## src/hdl/dnn_settings.svh

```systemverilog
`ifndef DNN_SETTINGS_SVH
`define DNN_SETTINGS_SVH

// Fixed-point format of the operands and of each lane result
`define PRECISION_OP   16
`define PRECISION_FRAC 8

// Width of a product and of the per-lane bias word
`define PRECISION_ACC  32

// One lane per output neuron
`define DOT_LANES      4

// Longest vector a single run may stream in
`define DOT_MAX_LEN    16

// Length port is wide enough to hold DOT_MAX_LEN itself
`define DOT_LEN_WIDTH  5

`endif

```

## src/hdl/dnn_pkg.sv

```systemverilog
package dnn_pkg;

	// Addend selected for the final add of a lane
	typedef enum logic [1:0] {
		acc_none       = 2'd0, // Product alone
		acc_accumulate = 2'd1, // Product plus the lane's own register
		acc_add        = 2'd2  // Product plus the lane's bias
	} acc_mode_e;

	// Operation code as issued by the sequencer (raw) and as decoded by a lane (fields)
	// Raw encoding: 0 mul, 1 square, 2 mul-acc, 3 square-acc, 4 mul-add, 5 square-add
	typedef union packed {
		logic [2:0] raw;
		struct packed {
			acc_mode_e acc_mode; // Bits 2:1
			logic      square;   // Bit 0, op_0 is used for both factors
		} fields;
	} op_code_u;

	// Kind of run requested by the host
	typedef enum logic [1:0] {
		mode_dot      = 2'd0,
		mode_dot_bias = 2'd1,
		mode_sum_sq   = 2'd2
	} run_mode_e;

endpackage

```

## src/hdl/activation.sv

```systemverilog
`timescale 1ns/1ps
`include "dnn_settings.svh"

module activation #(
	parameter int LANES = `DOT_LANES,
	parameter int WIDTH = `PRECISION_OP
) (
	input  logic                   clk,
	input  logic                   reset,
	input  logic                   start,
	input  logic                   relu,
	input  logic                   done,
	input  logic [LANES*WIDTH-1:0] lanes_in,
	output logic                   result_valid,
	output logic [LANES*WIDTH-1:0] result
);

	logic                   relu_q;
	logic [LANES*WIDTH-1:0] rectified;

	// Relu belongs to the run, so it is taken when the run is accepted
	always_ff @(posedge clk) begin
		if (reset)
			relu_q <= 1'b0;
		else if (start)
			relu_q <= relu;
	end

	always_comb begin
		rectified = lanes_in;
		for (int i = 0; i < LANES; i++) begin
			// Negative lanes go to zero when the rectifier is on
			if (relu_q && lanes_in[i*WIDTH + WIDTH - 1])
				rectified[i*WIDTH +: WIDTH] = '0;
		end
	end

	// Result holds until the next run finishes
	always_ff @(posedge clk) begin
		if (done)
			result <= rectified;
	end

	always_ff @(posedge clk) begin
		if (reset)
			result_valid <= 1'b0;
		else
			result_valid <= done;
	end

endmodule

```

## src/hdl/dot_engine.sv

```systemverilog
`timescale 1ns/1ps
`include "dnn_settings.svh"

module dot_engine (
	input  logic                                   clk,
	input  logic                                   reset,
	input  logic                                   start,
	input  dnn_pkg::run_mode_e                     mode,
	input  logic [`DOT_LEN_WIDTH-1:0]              length,
	input  logic                                   relu,
	input  logic                                   in_valid,
	input  logic [`DOT_LANES*`PRECISION_OP-1:0]    op_a,
	input  logic [`DOT_LANES*`PRECISION_OP-1:0]    op_b,
	input  logic [`DOT_LANES*`PRECISION_ACC-1:0]   bias,
	output logic                                   busy,
	output logic                                   result_valid,
	output logic [`DOT_LANES*`PRECISION_OP-1:0]    result
);
	import dnn_pkg::*;

	logic                                enable;
	logic                                clear;
	logic                                done;
	op_code_u                            op_code;
	logic [`DOT_LANES*`PRECISION_OP-1:0] lane_out; // Lane i in slice i

	dot_sequencer u_sequencer (
		.clk      (clk),
		.reset    (reset),
		.start    (start),
		.mode     (mode),
		.length   (length),
		.in_valid (in_valid),
		.busy     (busy),
		.enable   (enable),
		.clear    (clear),
		.op_code  (op_code),
		.done     (done)
	);

	// All lanes share the control; each gets its own operands and bias
	for (genvar i = 0; i < `DOT_LANES; i++) begin : g_lane
		macc #(
			.OP_WIDTH  (`PRECISION_OP),
			.ACC_WIDTH (`PRECISION_ACC),
			.OUT_WIDTH (`PRECISION_OP),
			.FRAC_BITS (`PRECISION_FRAC)
		) u_macc (
			.clk     (clk),
			.reset   (reset),
			.enable  (enable),
			.clear   (clear),
			.op_code (op_code),
			.op_0    (op_a[i*`PRECISION_OP +: `PRECISION_OP]),
			.op_1    (op_b[i*`PRECISION_OP +: `PRECISION_OP]),
			.op_add  (bias[i*`PRECISION_ACC +: `PRECISION_ACC]),
			.out     (lane_out[i*`PRECISION_OP +: `PRECISION_OP])
		);
	end

	activation #(
		.LANES (`DOT_LANES),
		.WIDTH (`PRECISION_OP)
	) u_activation (
		.clk          (clk),
		.reset        (reset),
		.start        (clear), // Clear marks an accepted start, so a dropped start keeps relu
		.relu         (relu),
		.done         (done),
		.lanes_in     (lane_out),
		.result_valid (result_valid),
		.result       (result)
	);

endmodule

```

## src/hdl/dot_sequencer.sv

```systemverilog
`timescale 1ns/1ps
`include "dnn_settings.svh"

module dot_sequencer (
	input  logic                      clk,
	input  logic                      reset,
	input  logic                      start,
	input  dnn_pkg::run_mode_e        mode,
	input  logic [`DOT_LEN_WIDTH-1:0] length,
	input  logic                      in_valid,
	output logic                      busy,
	output logic                      enable,
	output logic                      clear,
	output dnn_pkg::op_code_u         op_code,
	output logic                      done
);
	import dnn_pkg::*;

	// Raw operation codes, in the encoding the lanes decode
	localparam logic [2:0] OP_MUL        = 3'd0;
	localparam logic [2:0] OP_SQUARE     = 3'd1;
	localparam logic [2:0] OP_MUL_ACC    = 3'd2;
	localparam logic [2:0] OP_SQUARE_ACC = 3'd3;
	localparam logic [2:0] OP_MUL_ADD    = 3'd4;

	logic                      accept;
	logic                      first;
	logic                      last;
	logic                      last_d1;
	logic                      last_d2;
	logic                      pending; // Elements of the run still to come
	logic [`DOT_LEN_WIDTH-1:0] count;
	logic [`DOT_LEN_WIDTH-1:0] length_q;
	run_mode_e                 mode_q;

	// A start while a run is in progress is dropped
	assign accept = start & ~busy;

	// The lanes flush their register two cycles after this, ahead of the first element
	assign clear = accept;

	assign pending = (count != length_q);

	// Elements beyond the latched length are not passed on
	assign enable = in_valid & busy & pending;

	assign first = (count == '0);

	assign last = enable & (count == length_q - 1'b1);

	always_ff @(posedge clk) begin
		if (reset) begin
			mode_q   <= mode_dot;
			length_q <= '0;
		end else if (accept) begin
			mode_q   <= mode;
			length_q <= length;
		end
	end

	always_ff @(posedge clk) begin
		if (reset)
			count <= '0;
		else if (accept)
			count <= '0; // Restart the element count for the new run
		else if (enable)
			count <= count + 1'b1;
	end

	// First element starts the sum, later ones accumulate
	always_comb begin
		case (mode_q)
			mode_dot_bias: op_code.raw = first ? OP_MUL_ADD : OP_MUL_ACC;
			mode_sum_sq:   op_code.raw = first ? OP_SQUARE : OP_SQUARE_ACC;
			default:       op_code.raw = first ? OP_MUL : OP_MUL_ACC;
		endcase
	end

	// The last marker follows the element through the three lane stages
	always_ff @(posedge clk) begin
		if (reset) begin
			last_d1 <= 1'b0;
			last_d2 <= 1'b0;
			done    <= 1'b0;
		end else begin
			last_d1 <= last;
			last_d2 <= last_d1;
			done    <= last_d2;
		end
	end

	// Busy drops together with the result strobe, so the host may start again in that cycle
	always_ff @(posedge clk) begin
		if (reset)
			busy <= 1'b0;
		else if (accept)
			busy <= 1'b1;
		else if (done)
			busy <= 1'b0;
	end

endmodule

```

## src/hdl/macc.sv

```systemverilog
`timescale 1ns/1ps
`include "dnn_settings.svh"

module macc #(
	parameter int OP_WIDTH  = `PRECISION_OP,
	parameter int ACC_WIDTH = `PRECISION_ACC,
	parameter int OUT_WIDTH = `PRECISION_OP,
	parameter int FRAC_BITS = `PRECISION_FRAC
) (
	input  logic                        clk,
	input  logic                        reset,
	input  logic                        enable,
	input  logic                        clear,
	input  dnn_pkg::op_code_u           op_code,
	input  logic signed [OP_WIDTH-1:0]  op_0,
	input  logic signed [OP_WIDTH-1:0]  op_1,
	input  logic signed [ACC_WIDTH-1:0] op_add,
	output logic signed [OUT_WIDTH-1:0] out
);
	import dnn_pkg::*;

	localparam int PROD_WIDTH = 2 * OP_WIDTH;

	// Stage one, registered inputs
	logic signed [OP_WIDTH-1:0]  op_0_d;
	logic signed [OP_WIDTH-1:0]  op_1_d;
	logic signed [ACC_WIDTH-1:0] op_add_d;
	op_code_u                    op_code_d;
	logic                        enable_d;
	logic                        clear_d;

	// Stage two, product
	logic signed [PROD_WIDTH-1:0] full_product;
	logic signed [ACC_WIDTH-1:0]  product;
	logic signed [ACC_WIDTH-1:0]  op_add_dd;
	op_code_u                     op_code_dd;
	logic                         enable_dd;
	logic                         clear_dd;

	// Stage three, the lane register
	logic signed [ACC_WIDTH-1:0] addend;
	logic signed [ACC_WIDTH-1:0] sum;
	logic signed [OUT_WIDTH-1:0] r_reg;

	always_ff @(posedge clk) begin
		if (enable) begin
			op_0_d   <= op_0;
			op_1_d   <= op_code.fields.square ? op_0 : op_1; // Square ignores op_1
			op_add_d <= op_add;
		end else begin
			op_0_d   <= '0; // An idle slot carries zeros down the pipe
			op_1_d   <= '0;
			op_add_d <= '0;
		end
	end

	always_ff @(posedge clk) begin
		if (reset) begin
			op_code_d <= '0;
			enable_d  <= 1'b0;
			clear_d   <= 1'b0;
		end else begin
			op_code_d <= op_code;
			enable_d  <= enable;
			clear_d   <= clear;
		end
	end

	assign full_product = op_0_d * op_1_d;

	always_ff @(posedge clk) begin
		if (enable_d)
			product <= ACC_WIDTH'(full_product);
		else
			product <= '0;
		op_add_dd <= op_add_d;
	end

	always_ff @(posedge clk) begin
		if (reset) begin
			op_code_dd <= '0;
			enable_dd  <= 1'b0;
			clear_dd   <= 1'b0;
		end else begin
			op_code_dd <= op_code_d;
			enable_dd  <= enable_d;
			clear_dd   <= clear_d;
		end
	end

	// The addend lives in the same fixed-point scale as the output
	always_comb begin
		case (op_code_dd.fields.acc_mode)
			acc_accumulate: addend = ACC_WIDTH'(r_reg); // Sign-extended running sum
			acc_add:        addend = op_add_dd;
			default:        addend = '0;
		endcase
	end

	assign sum = product + (addend <<< FRAC_BITS);

	// Only the low OUT_WIDTH bits are kept, so the running sum wraps
	always_ff @(posedge clk) begin
		if (reset || clear_dd)
			r_reg <= '0; // Clear wins over a coinciding update
		else if (enable_dd)
			r_reg <= sum[OUT_WIDTH-1:0];
	end

	assign out = r_reg >>> FRAC_BITS;

endmodule

```

## config.mk

```make
export PLATFORM = sky130hd
export DESIGN_NAME = dot_engine
export DESIGN_NICKNAME = d
export VERILOG_FILES = /design/src/hdl/dnn_pkg.sv /design/src/hdl/activation.sv /design/src/hdl/dot_engine.sv /design/src/hdl/dot_sequencer.sv /design/src/hdl/macc.sv
export VERILOG_INCLUDE_DIRS = /design/src /design/src/hdl
export SDC_FILE = /design/constraint.sdc
export NUM_CORES = 2
export LEC_CHECK = 0
export BUFFER_PORTS_ARGS = -buffer_cell sky130_fd_sc_hd__clkbuf_2
export CAP_MARGIN = 5
export CORE_ASPECT_RATIO = 0.8
export CORE_UTILIZATION = 45
export DETAILED_ROUTE_END_ITERATION = 12
export GPL_ROUTABILITY_DRIVEN = 0
export PLACE_DENSITY = 0.73
export SLEW_MARGIN = 40
export SYNTH_ARGS = -nofsm -noshare
export SYNTH_HDL_FRONTEND = slang
export SYNTH_SLANG_ARGS = --single-unit
```

## constraint.sdc

```tcl
create_clock -name clk -period 5.7 [get_ports clk]
set_input_delay 1.71 -clock clk [delete_from_list [all_inputs] [get_ports clk]]
set_output_delay 1.71 -clock clk [all_outputs]
set_load 0.1 [all_outputs]
```

**After elaboration in Yosys (flattened, before gate mapping)**

Index checks and enable logic that the tools add are counted.

- Input port bits: 268
- Output and inout port bits: 66
- Logic and storage cells: 86
- Flip-flop bits (word level): 380

- Reduce and logical (&&, ||, !) cells: 8
- Eq/ne operators: 6
- Muxes and demuxes: 14
- Bitwise logic cells: 5
- Multiply operators: 4
- Add/subtract/negate cells: 6

Operators with widths:

| kind | number |
|---|---|
| $add A16 B16 Y16 | 4 |
| $mul A16 B16 Y16 | 4 |
| $mux W16 | 4 |
| $pmux W8 S2 | 4 |
| $pmux W3 S2 | 1 |
| $add A5 B1 Y5 const B | 1 |
| $eq A5 B5 Y1 | 1 |
| $logic_not A5 Y1 | 1 |
| $ne A5 B5 Y1 | 1 |
| $sub A5 B1 Y5 const B | 1 |
| $and A1 B1 Y1 | 4 |
| $eq A2 B1 Y1 const B | 2 |
| $eq A2 B2 Y1 const B | 2 |
| $logic_and A1 B1 Y1 | 4 |
| $mux W2 | 2 |
| $mux W3 | 1 |
| $mux W1 | 2 |
| $reduce_bool A2 Y1 | 1 |
| $reduce_or A2 Y1 | 1 |
| $logic_or A1 B1 Y1 | 1 |
| $not A1 Y1 | 1 |

**Logic depth before layout (Yosys ltp)**

- Depth in word-level cells: 4
- Gate-level depth with buffers: 22
- Gate-level depth less buffers: 21

**Cells and area by module**

A second synthesis with hierarchy kept.

- Cells, all modules: 3352
- Area, all modules: 32587.5 µm²

Modules (own cells, without submodules):

| module | times used | area each (µm²) | cells an instance | seq. area each (µm²) |
|---|---|---|---|---|
| macc (g_lane[2].u_macc) | 1 | 7320.8 | 775 | 1761.7 |
| macc (g_lane[1].u_macc) | 1 | 7274.5 | 775 | 1761.7 |
| macc (g_lane[0].u_macc) | 1 | 7270.7 | 776 | 1761.7 |
| macc (g_lane[3].u_macc) | 1 | 7253.2 | 775 | 1761.7 |
| activation | 1 | 2582.5 | 142 | 1961.9 |
| dot_sequencer | 1 | 885.8 | 109 | 320.3 |

**Least setup slack after synthesis**

Ideal clock, no wire load.

- Kind: register to register
- Start point: register g_lane[2].u_macc.op_1_d[1]
- End point: register g_lane[2].u_macc.product[15]
- Data required time: 5.585 ns
- Setup time: 0.115 ns
- Slack: 0.483 ns
- Period minus slack after synthesis: 5.217 ns
- Stages on the path, launching flop included: 20
- Path buffers: 1
- Arrival: 5.102 ns
- Path through: dfxtp_1 > clkbuf_1 > nand2_1 > fa_1 > fa_1 > fa_1 > fa_1 > inv_1 > fa_1 > inv_1 > fa_1 > inv_1 > ha_1 > a21o_1 > a21oi_1 > nor2_1 > a211oi_1 > o21ai_0 > xor2_1 > and2_1

- Cells in the longest elaborated chain, start to end: 1

RTL lines:

| item | line | source |
|---|---|---|
| start: declaration | macc.sv:26 | `logic signed [OP_WIDTH-1:0] op_1_d;` |
| start signal: assignment | macc.sv:48 | `op_1_d <= op_code.fields.square ? op_0 : op_1;` |
| $mul A16 B16 Y16 | macc.sv:69 | `assign full_product = op_0_d * op_1_d;` |
| end signal: assignment | macc.sv:73 | `product <= ACC_WIDTH'(full_product);` |
| end: declaration | macc.sv:34 | `logic signed [ACC_WIDTH-1:0] product;` |

No other way between the ends.
A chain may end at the register's enable or synchronous reset.

**Worst setup path in the final report**

- Start point: register g_lane[2].u_macc.op_0_d[5]
- End point: register g_lane[2].u_macc.product[15]

- Cells in the longest elaborated chain, start to end: 1

RTL lines:

| item | line | source |
|---|---|---|
| start: declaration | macc.sv:25 | `logic signed [OP_WIDTH-1:0] op_0_d;` |
| start signal: assignment | macc.sv:47 | `op_0_d <= op_0;` |
| $mul A16 B16 Y16 | macc.sv:69 |  |

No other way between the ends.

==> results.json <==
{
  "status": "finished, final reports clean",
  "crit_top_cell": "fa_1",
  "avgSynthCellArea_um2": 9.431,
  "vias": 20312,
  "grt_pass1_wl_mm": 107.3,
  "worst_pin_slew_ns": 0.8232,
  "die_y_um": 232.1,
  "place.detailed.hpwl_mm": 50.41,
  "timing.hold.ws_ns": 0.3178,
  "holdPathEnd": "g_lane[2].u_macc.op_add_dd[0]$_DFF_P_",
  "start_util_pct": 45.95,
  "cts_htree_levels": 2,
  "fmaxAchievable_mhz": 183.2,
  "cts_tree": "yes",
  "drive_gt1_share_pct": 10.64,
  "cts_setup_buffers": 0,
  "syn_area_mm2": 0.02977,
  "die_width_um": 289.6,
  "cp_max_fo": 11,
  "p_per_area_mw_per_mm2": 173.5,
  "cp_slowest_stage_delay_ns": 0.66,
  "synthFlopType": "dfxtp_1",
  "holdBufCountCts": 0,
  "drt-total-wl_mm": 64.71,
  "fin_area_mm2": 0.03282,
  "tns_ns": 0,
  "holdPathStages": 0,
  "clk_path_buf_depth": 3,
  "cp_cell_sequence": "and2_2 > fa_1 > inv_1 > fa_1 > fa_1 > fa_1 > inv_1 > fa_1 > inv_1 > fa_1 > inv_1 > ha_1 > a21o_1 > a21oi_1 > nor2_1 > a211oi_1 > o21ai_0 > xor2_1 > and2_1",
  "clkSlewWorstSetupHoldPaths_ns": 0.06,
  "hold_path.startpoint": "g_lane[2].u_macc.op_add_d[0]$_SDFF_PN0_",
  "dpl_cell_area_mm2": 0.03153,
  "fp.coreArea_mm2": 0.06480,
  "worstPathArrival_ns": 5.92,
  "critical_path_buf_inv_count": 4,
  "top_level_ports": 334,
  "ys_seq_area_share_pct": 26.49,
  "clkSinkCount": 378,
  "worst_ir_drop_vdd_uv": 238.5,
  "antenna_found_initial": 1,
  "rsz0062_at_grt": "no",
  "ys_types": 49,
  "skew_ns": 0.02929,
  "async_flop_share_pct": 0,
  "reg2reg_to": "g_lane[2].u_macc.product[15]$_SDFF_PN0_",
  "synth_edf_count": 32,
  "min_period_over_period_pct": 95.75,
  "syn_inst": 3157,
  "hold_class": "reg -> reg",
  "synthesis.nets": 4024,
  "start_kind": "flip-flop",
  "power_w": 0.005694,
  "grt_max_degree": 67,
  "grt-ovfl-total": 0,
  "port_buffers": 237,
  "synthToLayoutAreaGrowth_pct": 10.22,
  "fin_crit_ns": 5.457,
  "drtIter0Drc": 951,
  "clock-root-buffer": "clkbuf_16",
  "dieArea_mm2": 0.06720,
  "cellLeakagePower_nw": 15.35,
  "ys_warn_count": 0,
  "avgRoutedWirePerCell_um": 15.44,
  "num-nets-final": 4176,
  "required_ns": 6.16,
  "clock_latency_ns": 0.57,
  "gr-usage-all-layers_pct": 19.96,
  "drc_errors": 0,
  "hold_viol_final": 0,
  "cts_buffers": 40,
  "reg2reg_depth": 19,
  "ys_ff_latch": 378,
  "crit_slowest_cell": "dfxtp_1",
  "firstDrtPassIters": 7,
  "drtAntennaViolNets": 0,
  "maxCapViolCount": 0,
  "r2r_setup_slack_ns": 0.24,
  "crit_type": "reg -> reg",
  "r2r_start": "g_lane[2].u_macc.op_0_d[5]$_SDFF_PN0_",
  "drt-vias-per-instance": 4.847,
  "grt_pass1_vias": 21221,
  "rows": 83,
  "setup_violations": 0,
  "cpLargestDelayFamily": "adder cells",
  "drv_slew": 0,
  "critPathCaptureType": "flip-flop",
  "slew_headroom_pct": 45.12
}
[layout by cell type (no fill, tap or decap), types with 4 or more instances in the layout]
cell type,n
a21oi_1,43
o21ai_0,29
a2111oi_2,4
a22oi_1,32
nor2b_1,22
or4_1,4
inv_1,514
xnor2_1,146
clkbuf_2,237
a22o_1,4
and3_1,8
o21a_1,10
edfxtp_1,32
and2_1,413
dfxtp_1,342
clkbuf_1,8
nand2_1,320
fa_1,320
nor3_2,4
and2_2,9
or2_2,4
nor2_1,175
xnor3_1,4
nor4_1,5
buf_4,26
nor3_1,8
o22ai_1,12
nand2b_1,30
xor2_1,48
clkbuf_16,42
inv_6,6
ha_1,278
a211oi_1,9
mux2i_1,116
a21o_1,30
[worst reg2reg max path, cell delays in order, from the launching register on]
cell and delay [ns]:
dfxtp_1 0.66, and2_2 0.26, fa_1 0.40, inv_1 0.07
fa_1 0.44, fa_1 0.51, fa_1 0.55, inv_1 0.05
fa_1 0.48, inv_1 0.05, fa_1 0.47, inv_1 0.04
ha_1 0.33, a21o_1 0.17, a21oi_1 0.18, nor2_1 0.08
a211oi_1 0.15, o21ai_0 0.13, xor2_1 0.17, and2_1 0.16
[timing repair]
action                                  in CTS  in global routing
endpoints found under the setup margin       0                  1
gates resized for setup                      0                  1
endpoints found under the hold margin        0                  0
[synthesized netlist by cell type, drive strengths merged (2+ instances only)]
master / instances / share of area (%)
nor4: 5 / 0.11
a211oi: 9 / 0.23
a21boi: 2 / 0.050
a22oi: 32 / 0.81
xor2: 48 / 1.4
nand3: 2 / 0.034
o21ai: 29 / 0.49
clkbuf: 105 / 1.3
a21oi: 43 / 0.72
or4: 4 / 0.10
and2: 422 / 8.9
and3: 9 / 0.19
xnor2: 149 / 4.5
inv: 514 / 6.5
nor2b: 22 / 0.46
nor2: 175 / 2.2
nand2: 320 / 4.0
nand2b: 30 / 0.63
mux2i: 116 / 3.9
a2111oi: 4 / 0.20
a41oi: 2 / 0.059
edfxtp: 32 / 3.2
nor3: 12 / 0.27
xnor3: 4 / 0.30
o21a: 10 / 0.25
a22o: 4 / 0.12
dfxtp: 346 / 23
ha: 279 / 12
o21bai: 3 / 0.076
nand4: 3 / 0.063
a21o: 30 / 0.76
o22ai: 12 / 0.25
buf: 48 / 1.1
or2: 5 / 0.11
fa: 320 / 22
[metal layers]
metal | track usage [%] | vias to the layer above | part of all wire (%)
li1 | - | 9935 | -
met1 | 29.16 | 9808 | 50
met2 | 30.94 | 480 | 42
met3 | 2.564 | 89 | 5.0
met4 | 5.317 | 0 | 2.2
met5 | 0 | - | 0
[power by group]
group / switching, W / internal (W)
combinational: 0.000166 / 0.000149
sequential: 0.0000976 / 0.00272
clock: 0.00111 / 0.00145
total: 0.00138 / 0.00432
[final cells by class]
| cell class | instances | area [um2] |
|---|---|---|
| flip-flops and latches | 378 | 7900 |
| inverters | 514 | 1929 |
| fillers | 6022 | 31990 |
| multi-input cells | 2112 | 19260 |
| clock inverters | 18 | 152.6 |
| repair buffers | 263 | 1381 |
| clock buffers | 53 | 1122 |
| diodes | 3 | 7.507 |
| well taps | 850 | 1064 |
[worst max-delay path by stage]
stage	start	endpoint	slack (ns)	depth (start not counted)
2_1_floorplan	g_lane[2].u_macc.op_1_d[1]$_SDFF_PN0_	g_lane[2].u_macc.product[15]$_SDFF_PN0_	0.48	19
3_3_place_gp	g_lane[2].u_macc.op_1_d[3]$_SDFF_PN0_	g_lane[2].u_macc.product[15]$_SDFF_PN0_	0.34	18
3_5_place_dp	g_lane[2].u_macc.op_0_d[5]$_SDFF_PN0_	g_lane[2].u_macc.product[15]$_SDFF_PN0_	0.24	19
4_1_cts	g_lane[2].u_macc.op_0_d[5]$_SDFF_PN0_	g_lane[2].u_macc.product[15]$_SDFF_PN0_	0.24	19
5_1_grt	g_lane[2].u_macc.op_0_d[5]$_SDFF_PN0_	g_lane[2].u_macc.product[15]$_SDFF_PN0_	0.002	19
6_report	g_lane[2].u_macc.op_0_d[5]$_SDFF_PN0_	g_lane[2].u_macc.product[15]$_SDFF_PN0_	0.24	19
[logic make-up after synthesis]
logic type                 count (synthesis)  share of synthesized area [%]
AOI/OAI and AO/OA                        182                          4.060
xor gates and xnor gates                 201                          6.173
adders and majority gates                599                          33.24
buffers and inverters                    667                          8.892
DFF                                      378                          26.49
muxes                                    116                          3.900
and+or+nand+nor                         1014                          17.24
[metrics by stage]
| step | utilization, % | setup slack, ns | instances |
|---|---|---|---|
| floorplan | - | 0.4826 | 3157 |
| global placement | 48.65 | 0.3383 | 4117 |
| detailed placement | 48.66 | 0.2413 | 4117 |
| CTS | 50.63 | 0.2414 | 4188 |
| global route | 50.63 | 0.002485 | 4188 |
| finish | 50.64 | 0.2425 | 4191 |
(Power assumes the default switching activity.)
